**src/hw/hdr_config.svh**
```systemverilog
`ifndef HDR_CONFIG_SVH
`define HDR_CONFIG_SVH

// register file geometry
`define HDR_ADDR_W     6
`define HDR_DEPTH      64

// descriptor byte addresses
`define HDR_ADDR_CMD   0    // 7-bit command code
`define HDR_ADDR_TGT   1    // 7-bit target address
`define HDR_ADDR_LEN   2    // data length in words
`define HDR_DATA_BASE  8    // first data byte

// transfer limits
`define HDR_MAX_WORDS  28
`define HDR_LEN_W      5

// SCL half period in system clocks
`define HDR_SCL_HALF   4

// DDR word format
`define HDR_CRC_INIT   5'b11111
`define HDR_WORD_BITS  20
`define HDR_CRC_BITS   11

`endif
```
**src/hw/hdr_pkg.sv**
```systemverilog
`include "hdr_config.svh"

package hdr_pkg;

   // configuration write port
   typedef struct packed {
      logic                   en;
      logic [`HDR_ADDR_W-1:0] addr;
      logic [7:0]             data;
   } cfg_wr_t;

   // write descriptor decoded from the register file
   typedef struct packed {
      logic [6:0]            cmd;
      logic [6:0]            tgt;
      logic [`HDR_LEN_W-1:0] len;
   } ddr_cmd_t;

   // write sequencer states
   typedef enum logic [2:0] {
      IDLE,
      CMD,
      DATA,
      CRC,
      DONE
   } ddr_state_e;

   // kind of word handed to the serializer
   typedef enum logic [1:0] {
      WORD_CMD,
      WORD_DATA,
      WORD_CRC
   } tx_word_e;

endpackage

```
**src/hw/hdr_top.sv**
```systemverilog
`timescale 1ns/100ps
`include "hdr_config.svh"

module hdr_top import hdr_pkg::*; (
   input  logic    i_sys_clk,
   input  logic    i_reset,
   input  cfg_wr_t i_cfg,
   input  logic    i_hdrengine_en,
   output logic    o_hdrengine_done,
   output logic    o_scl,
   output logic    o_sda,
   output logic    o_sda_oe
);

   ddr_cmd_t               cmd;
   logic [`HDR_ADDR_W-1:0] rd_addr;
   logic [7:0]             rd_data;
   logic                   busy;
   logic                   scl_run;
   logic                   scl_shift;
   logic                   tx_load;
   tx_word_e               tx_kind;
   logic [15:0]            tx_payload;
   logic                   word_done;

   hdr_reg_file u_reg_file (
      .i_sys_clk (i_sys_clk),
      .i_reset   (i_reset),
      .i_cfg     (i_cfg),
      .i_busy    (busy),
      .i_rd_addr (rd_addr),
      .o_rd_data (rd_data),
      .o_cmd     (cmd)
   );

   ddr_write_ctrl u_ddr_write_ctrl (
      .i_sys_clk    (i_sys_clk),
      .i_reset      (i_reset),
      .i_start      (i_hdrengine_en),
      .i_cmd        (cmd),
      .i_rd_data    (rd_data),
      .i_word_done  (word_done),
      .o_rd_addr    (rd_addr),
      .o_busy       (busy),
      .o_scl_run    (scl_run),
      .o_tx_load    (tx_load),
      .o_tx_kind    (tx_kind),
      .o_tx_payload (tx_payload),
      .o_done       (o_hdrengine_done)
   );

   hdr_scl_gen u_scl_gen (
      .i_sys_clk (i_sys_clk),
      .i_reset   (i_reset),
      .i_run     (scl_run),
      .o_scl     (o_scl),
      .o_shift   (scl_shift)
   );

   hdr_tx u_tx (
      .i_sys_clk   (i_sys_clk),
      .i_reset     (i_reset),
      .i_load      (tx_load),
      .i_kind      (tx_kind),
      .i_payload   (tx_payload),
      .i_shift     (scl_shift),
      .o_sda       (o_sda),
      .o_sda_oe    (o_sda_oe),
      .o_word_done (word_done)
   );

endmodule

```
**src/hw/hdr_tx.sv**
```systemverilog
`timescale 1ns/100ps
`include "hdr_config.svh"

module hdr_tx import hdr_pkg::*; (
   input  logic        i_sys_clk,
   input  logic        i_reset,
   input  logic        i_load,
   input  tx_word_e    i_kind,
   input  logic [15:0] i_payload,
   input  logic        i_shift,
   output logic        o_sda,
   output logic        o_sda_oe,
   output logic        o_word_done
);

   logic [`HDR_WORD_BITS-1:0] shift_q;
   logic [4:0]                bit_cnt;
   logic [4:0]                last_idx;
   tx_word_e                  kind_q;
   logic [4:0]                crc_q;
   logic                      active;
   logic [1:0]                parity;

   // CRC5, poly x^5+x^2+1, data taken MSB first
   function automatic logic [4:0] crc5_next(input logic [4:0] crc, input logic [15:0] data);
      logic [4:0] c;
      logic       fb;
      c = crc;
      for (int i = 15; i >= 0; i--) begin
         fb = c[4] ^ data[i];
         c  = {c[3:0], 1'b0} ^ (fb ? 5'b00101 : 5'b00000);
      end
      return c;
   endfunction

   // odd bits xor, then even bits xor inverted
   assign parity = {^(i_payload & 16'hAAAA), ~^(i_payload & 16'h5555)};

   assign o_word_done = active && i_shift && (bit_cnt == last_idx);

   always_ff @(posedge i_sys_clk) begin
      if (i_reset) begin
         o_sda    <= 1'b1;
         o_sda_oe <= 1'b0;
         active   <= 1'b0;
         bit_cnt  <= '0;
         last_idx <= '0;
         kind_q   <= WORD_CMD;
         crc_q    <= `HDR_CRC_INIT;
      end else if (i_load) begin
         active   <= 1'b1;
         o_sda_oe <= 1'b1;
         bit_cnt  <= '0;
         kind_q   <= i_kind;
         case (i_kind)
            WORD_CMD: begin
               shift_q  <= {2'b01, i_payload, parity};
               last_idx <= 5'(`HDR_WORD_BITS - 1);
               crc_q    <= `HDR_CRC_INIT;   // new transfer
            end
            WORD_DATA: begin
               shift_q  <= {2'b10, i_payload, parity};
               last_idx <= 5'(`HDR_WORD_BITS - 1);
               crc_q    <= crc5_next(crc_q, i_payload);
            end
            default: begin
               shift_q  <= {2'b01, 4'b1100, crc_q,
                            {(`HDR_WORD_BITS - `HDR_CRC_BITS){1'b0}}};
               // one shift past the last bit releases the bus
               last_idx <= 5'(`HDR_CRC_BITS);
            end
         endcase
      end else if (o_word_done && (kind_q == WORD_CRC)) begin
         active   <= 1'b0;
         o_sda_oe <= 1'b0;
      end else if (active && i_shift) begin
         o_sda   <= shift_q[`HDR_WORD_BITS-1];
         shift_q <= {shift_q[`HDR_WORD_BITS-2:0], 1'b0};
         bit_cnt <= bit_cnt + 1'b1;
      end
   end

endmodule

```
**src/hw/ddr_write_ctrl.sv**
```systemverilog
`timescale 1ns/100ps
`include "hdr_config.svh"

module ddr_write_ctrl import hdr_pkg::*; (
   input  logic                   i_sys_clk,
   input  logic                   i_reset,
   input  logic                   i_start,
   input  ddr_cmd_t               i_cmd,
   input  logic [7:0]             i_rd_data,
   input  logic                   i_word_done,
   output logic [`HDR_ADDR_W-1:0] o_rd_addr,
   output logic                   o_busy,
   output logic                   o_scl_run,
   output logic                   o_tx_load,
   output tx_word_e               o_tx_kind,
   output logic [15:0]            o_tx_payload,
   output logic                   o_done
);

   ddr_state_e            state_q;
   logic [`HDR_LEN_W-1:0] words_left;   // data words not yet loaded
   logic [1:0]            fetch_ph;
   logic [15:0]           next_word;    // prefetched data payload

   assign o_busy = (state_q != IDLE);
   assign o_done = (state_q == DONE);

   // SCL stops on the serializer's release shift at the end of the CRC word
   assign o_scl_run = (state_q == CMD) || (state_q == DATA) ||
                      ((state_q == CRC) && !i_word_done);

   always_ff @(posedge i_sys_clk) begin
      if (i_reset) begin
         state_q      <= IDLE;
         words_left   <= '0;
         fetch_ph     <= 2'd0;
         next_word    <= 16'h0000;
         o_rd_addr    <= '0;
         o_tx_load    <= 1'b0;
         o_tx_kind    <= WORD_CMD;
         o_tx_payload <= 16'h0000;
      end else begin
         o_tx_load <= 1'b0;

         // two byte fetch, read address runs one cycle ahead of the data
         case (fetch_ph)
            2'd1: begin
               o_rd_addr <= o_rd_addr + 1'b1;
               fetch_ph  <= 2'd2;
            end
            2'd2: begin
               next_word[15:8] <= i_rd_data;   // byte 2k
               o_rd_addr       <= o_rd_addr + 1'b1;
               fetch_ph        <= 2'd3;
            end
            2'd3: begin
               next_word[7:0] <= i_rd_data;    // byte 2k+1
               fetch_ph       <= 2'd0;
            end
            default: ;
         endcase

         case (state_q)
            IDLE: begin
               if (i_start) begin
                  o_tx_load    <= 1'b1;
                  o_tx_kind    <= WORD_CMD;
                  o_tx_payload <= {1'b0, i_cmd.cmd, i_cmd.tgt, 1'b0};   // write bit first
                  // a zero length still sends one word
                  words_left   <= (i_cmd.len == '0) ? `HDR_LEN_W'(1) : i_cmd.len;
                  o_rd_addr    <= `HDR_ADDR_W'(`HDR_DATA_BASE);
                  fetch_ph     <= 2'd1;
                  state_q      <= CMD;
               end
            end
            CMD, DATA: begin
               if (i_word_done) begin
                  o_tx_load <= 1'b1;
                  if (words_left == '0) begin
                     o_tx_kind    <= WORD_CRC;
                     o_tx_payload <= 16'h0000;   // serializer supplies the CRC
                     state_q      <= CRC;
                  end else begin
                     o_tx_kind    <= WORD_DATA;
                     o_tx_payload <= next_word;
                     words_left   <= words_left - 1'b1;
                     state_q      <= DATA;
                     if (words_left != `HDR_LEN_W'(1)) begin
                        fetch_ph <= 2'd1;   // refill for the next word
                     end
                  end
               end
            end
            CRC: begin
               if (i_word_done) begin
                  state_q <= DONE;
               end
            end
            DONE: state_q <= IDLE;   // single done cycle
            default: state_q <= IDLE;
         endcase
      end
   end

endmodule

```
**src/hw/hdr_scl_gen.sv**
```systemverilog
`timescale 1ns/100ps
`include "hdr_config.svh"

module hdr_scl_gen (
   input  logic i_sys_clk,
   input  logic i_reset,
   input  logic i_run,
   output logic o_scl,
   output logic o_shift
);

   localparam int unsigned CNT_W = $clog2(`HDR_SCL_HALF);

   logic [CNT_W-1:0] half_cnt;

   // shift strobe sits mid half period away from the SCL edge
   assign o_shift = (half_cnt == CNT_W'(`HDR_SCL_HALF / 2));

   always_ff @(posedge i_sys_clk) begin
      if (i_reset) begin
         half_cnt <= '0;
         o_scl    <= 1'b1;
      end else if (!i_run) begin
         half_cnt <= '0;
         o_scl    <= 1'b1;   // park high
      end else begin
         if (half_cnt == CNT_W'(`HDR_SCL_HALF - 1)) begin
            half_cnt <= '0;
            o_scl    <= ~o_scl;
         end else begin
            half_cnt <= half_cnt + 1'b1;
         end
      end
   end

endmodule

```
**src/hw/hdr_reg_file.sv**
```systemverilog
`timescale 1ns/100ps
`include "hdr_config.svh"

module hdr_reg_file import hdr_pkg::*; (
   input  logic                   i_sys_clk,
   input  logic                   i_reset,
   input  cfg_wr_t                i_cfg,
   input  logic                   i_busy,
   input  logic [`HDR_ADDR_W-1:0] i_rd_addr,
   output logic [7:0]             o_rd_data,
   output ddr_cmd_t               o_cmd
);

   logic [7:0] mem [`HDR_DEPTH];
   logic [7:0] len_byte;

   always_ff @(posedge i_sys_clk) begin
      if (i_reset) begin
         for (int i = 0; i < `HDR_DEPTH; i++) begin
            mem[i] <= 8'h00;
         end
         o_rd_data <= 8'h00;
      end else begin
         // configuration port is locked out during a transfer
         if (i_cfg.en && !i_busy) begin
            mem[i_cfg.addr] <= i_cfg.data;
         end
         o_rd_data <= mem[i_rd_addr];   // one cycle read latency
      end
   end

   assign len_byte = mem[`HDR_ADDR_LEN];

   // descriptor decode
   always_comb begin
      o_cmd.cmd = mem[`HDR_ADDR_CMD][6:0];
      o_cmd.tgt = mem[`HDR_ADDR_TGT][6:0];
      if (len_byte > 8'(`HDR_MAX_WORDS)) begin
         o_cmd.len = `HDR_LEN_W'(`HDR_MAX_WORDS);   // saturate
      end else begin
         o_cmd.len = len_byte[`HDR_LEN_W-1:0];
      end
   end

endmodule

```
**config.mk**
```make
export PLATFORM = sky130hd
export DESIGN_NAME = hdr_top
export DESIGN_NICKNAME = d
export VERILOG_FILES = /design/src/hw/hdr_pkg.sv /design/src/hw/hdr_top.sv /design/src/hw/hdr_tx.sv /design/src/hw/ddr_write_ctrl.sv /design/src/hw/hdr_scl_gen.sv /design/src/hw/hdr_reg_file.sv
export VERILOG_INCLUDE_DIRS = /design/src /design/src/hw
export SDC_FILE = /design/constraint.sdc
export NUM_CORES = 1
export LEC_CHECK = 0
export BUFFER_PORTS_ARGS = -buffer_cell sky130_fd_sc_hd__buf_2
export CORE_MARGIN = 10
export CORE_UTILIZATION = 30
export DETAILED_ROUTE_END_ITERATION = 7
export HOLD_SLACK_MARGIN = 0.1
export PLACE_DENSITY = 0.5
export SLEW_MARGIN = 20
export SYNTH_ARGS = -nofsm -noshare
export SYNTH_HDL_FRONTEND = slang
export SYNTH_SLANG_ARGS = --single-unit
```
**constraint.sdc**
```tcl
create_clock -name i_sys_clk -period 4.6 [get_ports i_sys_clk]
set_input_delay 0.92 -clock i_sys_clk [delete_from_list [all_inputs] [get_ports i_sys_clk]]
set_output_delay 0.92 -clock i_sys_clk [all_outputs]
set_load 0.005 [all_outputs]
```
==> results of run 1 <==
## registers in the layout (all words and copies together) (netlist names), 6 cells and up
signal and flops:
u_reg_file.mem 512, u_ddr_write_ctrl.next_word 16, u_ddr_write_ctrl.o_rd_addr 6, u_reg_file.o_rd_data 8, u_ddr_write_ctrl.o_tx_payload 16, u_tx.shift_q 20
## cell type report
cell class | instances | area, um2
timing repair buffer | 45 | 383
inverter | 8 | 30.0
antenna | 2 | 5.00
clock buffer | 90 | 1820
multi-input combinational | 1257 | 10200
clock inverter | 33 | 410
tap | 1254 | 1570
sequential | 611 | 17600
fill | 9150 | 61600
## critical path, delay by kind of cell, from the launching register on
kind	cells	cell delay (ns)
multiplexers	2	1.01
flip-flops	1	0.91
buffers and inverters	1	0.56
AO/OA/AOI/OAI	2	0.47
AND/OR/NAND/NOR	1	0.07
## metal layers
| layer | global-route usage, % | part of all wire [%] | vias up |
|---|---|---|---|
| li1 | - | - | 7306 |
| met1 | 19.6 | 46 | 8280 |
| met2 | 22.6 | 47 | 431 |
| met3 | 2.49 | 5.2 | 98 |
| met4 | 3.28 | 2.1 | 4 |
| met5 | 0 | 0.032 | - |
## worst paths after layout
| kind | startpoint | endpoint | slack [ns] |
|---|---|---|---|
| worst max-delay path | u_ddr_write_ctrl.o_rd_addr[0]$_SDFF_PP0_ | u_reg_file.o_rd_data[0]$_SDFF_PP0_ | 1.41 |
| worst min-delay path | u_scl_gen.half_cnt[0]$_SDFF_PP0_ | u_scl_gen.half_cnt[0]$_SDFF_PP0_ | 0.45 |
| worst max register to register | u_ddr_write_ctrl.o_rd_addr[0]$_SDFF_PP0_ | u_reg_file.o_rd_data[0]$_SDFF_PP0_ | 1.41 |
| worst min register to register | u_scl_gen.half_cnt[0]$_SDFF_PP0_ | u_scl_gen.half_cnt[0]$_SDFF_PP0_ | 0.45 |
## kinds of logic after synthesis
logic type               Yosys count
buffers and inverters            148
AND/OR/NAND/NOR                  860
multiplexers                     196
flip-flops                       611
XOR/XNOR                          56
AO/OA/AOI/OAI                    136
adder cells (fa/ha/maj)            9
## power by group
| part | internal (mW) | leakage, nW | switching [mW] | total, mW |
|---|---|---|---|---|
| logic | 0.417 | 3.87 | 0.569 | 0.985 |
| clock network | 3.21 | 1.09 | 2.30 | 5.51 |
| registers | 6.20 | 6.13 | 0.132 | 6.33 |
## cell usage after synthesis (11+ instances only)
cell	number	area share (%)
edfxtp_1	532	56
and2_1	515	11
nor2_1	130	1.7
mux4_2	128	10
clkbuf_1	97	1.3
dfxtp_1	79	5.6
or2_2	73	1.6
mux2i_1	49	1.7
nand2_1	45	0.59
a21oi_1	39	0.69
xnor2_1	32	0.99
nor3_1	25	0.44
mux2_2	19	0.75
buf_2	18	0.32
o22ai_1	16	0.35
nor2b_1	15	0.33
buf_1	14	0.18
a22oi_1	13	0.34
xor2_1	13	0.40
a211oi_1	11	0.29
a32oi_1	11	0.34
## stage by stage
stage	hold slack [ns]	cells	utilization (%)	instance area [um2]	setup slack, ns
floorplan	0.417	2016	-	28400	1.81
global placement	0.431	3175	31.8	29800	0.958
detailed placement	0.454	3175	31.8	29800	0.923
CTS	0.465	3298	34.2	32000	1.40
global route	0.501	3299	34.2	32000	1.21
finish	0.452	3300	34.2	32000	1.41
==> run metrics, run 1 <==
Peak VDD IR=0.000263 V; post-synthesis mux area share=12.6%; IO Count=22; status=finished, final reports clean; fin crit share=69.3%; Clock transition at path regs=0.06 ns; latest clock arrival within the worst-skew pair=0.62 ns; Yosys cell types=62; Crit path largest cell delay=0.91 ns; vias=16100; Min-Delay Path Class=reg -> reg; antenna-violating nets left=0; Detailed Routing Iterations Pass 1=5; most frequent cells in the layout=532 x edfxtp_1, 515 x and2_1, 129 x nor2_1; layout cells sized above 1=18.7%; TritonCTS Buffers=69; share of flip-flops with an asynchronous set or reset=0%; H-tree depth=3; Post-Syn Nets=2043; core area=0.0936 mm2; cell count of the worst hold path=1; die area=0.107 mm2; cells along the critical path=buf_4 > mux4_2 > mux2i_1 > a21oi_1 > a31oi_1 > nor2_1; slowest stage cell on the critical path=dfxtp_4; Mapped Cells=2016; GRT overflow=0; cts repair resizes=0; Synth Area in Simple Gates=17.5%; Mean Syn Cell Area=14.1 um2; gpl congestion=0.815; Area Overhead vs Synth=12.7%; CTS Hold Bufs=0; Pwr Density=401 mW/mm2; commonest non-fill, non-tap cell in the layout=edfxtp_1; Slew headroom=32.5%; GRT Util Overall=14.1%; Die Ht=328 um; FMAX=314 MHz; Slew @ Worst Pin=1.01 ns; Post-Synth XOR/XNOR Area=2.22%; Slew Viols, Final=0; Root Driver=clkbuf_16; synth warn=0; Final min period=3.19 ns; clock sink count=611; static leakage=11.1 nW; routed len/inst=23.0 um; Worst Reg2Reg Path Length in Cells=6; Final nets=2019; WS Path Type=reg -> reg; DRC=0; final setup vio count=0; Clock Skew=0.0350 ns; count of final hold-check violations=0; Worst Path Max Fanout=39; DP Wirelength=48700 um; total wire length=76000 um; CTS tree=built; post-synth design cell area=0.0284 mm2; synthesized flop and latch total=611; # rows=112; RSZ-0062 raised after global routing=no; area share of fa/ha/maj cells after synthesis=0.396%; WP data arrival=3.65 ns; vias in the first global route=16600; largest net degree at the start of global routing=138; register area share after synthesis=61.8%; worst endpoint required time=5.07 ns; Synth Area in Compound Gates=3.29%; final total negative setup slack=0 ns; Post-synth EDFFs=532; largest family of logic cells by synthesized area=simple AND/OR/NAND/NOR gates; initial antenna violation count=3; first-pass GRT wire length=114000 um; CP Launch Type=flop; CTS max path bufs=3; Synth Flop Type=edfxtp_1; Power Total=12.8 mW; Detailed Route Iter0 Violations=1191; Setup Fix Bufs, Post-CTS=0; vias per std cell=4.88; maxcap violations=0; initial core utilization=30.4%; critical path capture point type=flop; port bufs=21; Die X=328 um
Note: power is estimated with default switching activity, not from simulation.
==> inputs of run 2 (changes only) <==
==> constraint.sdc (replaced) <==
create_clock -name i_sys_clk -period 3.23 [get_ports i_sys_clk]
set_input_delay 0.646 -clock i_sys_clk [delete_from_list [all_inputs] [get_ports i_sys_clk]]
set_output_delay 0.646 -clock i_sys_clk [all_outputs]
set_load 0.005 [all_outputs]
==> run metrics, run 2 (synthesis results as in run 1) <==
Slew Viols, Final=0 (unchanged); vias=16300 (+0.81%); initial core utilization=30.4% (unchanged); Clk network pwr share=43.7% (+0.8 points); Peak VDD IR=0.000290 V (+10%); internal power=14.2 mW (+45%); largest register by flop count=u_reg_file.mem; Worst Path Max Fanout=27 (-31%); r2r endpoint=u_reg_file.o_rd_data[3]$_SDFF_PP0_; latest clock arrival within the worst-skew pair=0.62 ns (about the same); FMAX=370 MHz (+18%); fin crit share=83.7% (+14 points); gpl congestion=0.831 (+2.0%); CP Launch Type=flop; most frequent cells in the layout=532 x edfxtp_1, 515 x and2_1, 130 x nor2_1; first-pass GRT wire length=113000 um (-0.64%); Final min period=2.71 ns (-0.483 ns); Clock transition at path regs=0.06 ns (about the same); worst endpoint required time=3.70 ns (-1.37 ns); DP Wirelength=50300 um (+3.2%); TritonCTS Buffers=70 (+1.4%); port bufs=21 (unchanged); GRT Util Overall=14.0% (-0.074 points); WP data arrival=3.17 ns (-0.48 ns); FILL cells=9081 (-0.75%); Final nets=2089 (+3.5%); critical path depth in cells=8 (+2); Setup Fix Bufs, Post-CTS=0 (unchanged); Flop pwr share=48.4% (-1.0 points); CTS tree=built; layout cells sized above 1=21.6% (+2.9 points); H-tree depth=3 (unchanged); Reg-to-Reg Start=u_ddr_write_ctrl.o_rd_addr[0]$_SDFF_PP0_; CP bufs+invs=2 (+1); clock sink count=611 (unchanged); largest net degree at the start of global routing=138 (unchanged); IO Count=22 (unchanged); dpl cell area=0.0304 mm2 (+1.9%); die area=0.107 mm2 (unchanged); NetSw=4.30 mW (+43%); static leakage=11.5 nW (+3.9%); status=finished, final reports clean; GRT overflow=0 (unchanged); Slew headroom=33.7% (+1.2 points); Die Ht=328 um (unchanged); maxcap violations=0 (unchanged); Sw Share=23.2% (-0.20 points); footprint of the multi-input gates=0.0102 mm2 (about the same); cts repair resizes=0 (unchanged); slowest stage cell on the critical path=mux4_2; RSZ-0062 raised after global routing=no; Finished Layout Cells=3374 (+2.2%); Layout Cell Area excl Fill=0.0327 mm2 (+2.1%); FF/Latch Area=0.0176 mm2 (unchanged); critical path capture point type=flop; commonest non-fill, non-tap cell in the layout=edfxtp_1; crit path to=u_reg_file.o_rd_data[3]$_SDFF_PP0_; Detailed Route Iter0 Violations=1399 (+17%); top flop regs=u_reg_file.mem (512), u_tx.shift_q (20); worst setup path start=u_ddr_write_ctrl.o_rd_addr[0]$_SDFF_PP0_; CTS max path bufs=3 (unchanged); Clock Skew=0.0207 ns (-0.0142 ns); Worst Reg2Reg Path Length in Cells=8 (+2); DRC=0 (unchanged); proportion of power drawn by combinational gates=7.9% (+0.2 points); cells along the critical path=buf_12 > buf_4 > mux4_2 > mux2_2 > o22ai_1 > a21oi_1 > a31oi_1 > nor2_1; Power Total=18.5 mW (+44%); Hold Path Origin=i_reset; total wire length=75700 um (-0.36%); placed insts=3244 (+2.2%); final total negative setup slack=0 ns (unchanged); antenna-violating nets left=0 (unchanged); CTS Hold Bufs=0 (unchanged); Crit path largest cell delay=0.55 ns (-0.36 ns); vias in the first global route=16600 (-0.15%); Area Overhead vs Synth=15.0%; Detailed Routing Iterations Pass 1=5 (unchanged); Die X=328 um (unchanged); initial antenna violation count=5 (+2); final setup vio count=0 (unchanged); core area=0.0936 mm2 (unchanged); count of final hold-check violations=0 (unchanged); Root Driver=clkbuf_16; vias per std cell=4.82 (-1.4%); # rows=112 (unchanged); Slew @ Worst Pin=0.995 ns (-0.0142 ns); routed len/inst=22.4 um (-2.5%); critical path's top delay family=multiplexers; Min-Delay Path Class=in -> reg; Pwr Density=567 mW/mm2 (+41%); FF-to-FF setup slack=0.52 ns (-0.89 ns); WS Path Type=reg -> reg; max reg flops=512 (unchanged)
[run 2: changes by cell type in the layout (fill, tap and decap cells not counted), sizes merged, moves of 2 or more]
cell | previous run | this run
clkinvlp | 0 | 2
diode | 2 | 4
clkbuf | 90 | 82
inv | 12 | 10
clkinv | 22 | 32
buf | 45 | 114
[run 2: tightest hold or removal path, delay by kind of cell]
family | cells | cell delay, ns
AND/OR/NAND/NOR | 2 | 0.16
buffers and inverters | 1 | 0.10
[run 2: through the flow]
stage               hold WS [ns]  setup WS, ns  utilization (%)
finish                     0.347         0.525             34.9
global route               0.350         0.353             34.9
CTS                        0.313         0.534             34.9
detailed placement         0.437         0.226             32.4
global placement           0.429         0.281             32.4
floorplan                  0.417         0.714                -
[run 2: worst min path at each step]
stage | to | depth (start not counted)
6_report | u_scl_gen.o_scl$_SDFFE_PP1P_ | 3
3_5_place_dp | u_scl_gen.half_cnt[0]$_SDFF_PP0_ | 1
2_1_floorplan | u_scl_gen.half_cnt[0]$_SDFF_PP0_ | 1
3_3_place_gp | u_scl_gen.half_cnt[0]$_SDFF_PP0_ | 1
4_1_cts | u_scl_gen.o_scl$_SDFFE_PP1P_ | 3
5_1_grt | u_scl_gen.o_scl$_SDFFE_PP1P_ | 3
[run 2: cell type report]
class / instances / area share, %
flip-flops and latches: 611 / 53.7
multi-input cells: 1257 / 31.3
clock buffers: 82 / 5.68
well taps: 1254 / 4.80
repair buffers: 114 / 2.91
clock inverters: 44 / 1.45
inverters: 8 / 0.0918
diodes: 4 / 0.0306
[run 2: metal layers]
layer / track usage, % / up-vias / share of wire, %
met2: 22.2 / 352 / 47
met1: 19.5 / 8329 / 46
met4: 4.10 / 2 / 2.7
li1: - / 7447 / -
met5: 0 / - / 0.017
met3: 2.34 / 120 / 4.7
[run 2: power by group through the flow]
| stage | clock network (mW) | registers (mW) | logic (mW) |
|---|---|---|---|
| after floorplan | 0 | 9.05 | 1.04 |
| after global placement | 0 | 9.13 | 1.47 |
| after detailed placement | 0 | 9.14 | 1.49 |
| after CTS | 8.26 | 8.97 | 1.49 |
| after global routing | 8.56 | 8.99 | 1.58 |
| final | 8.09 | 8.97 | 1.47 |
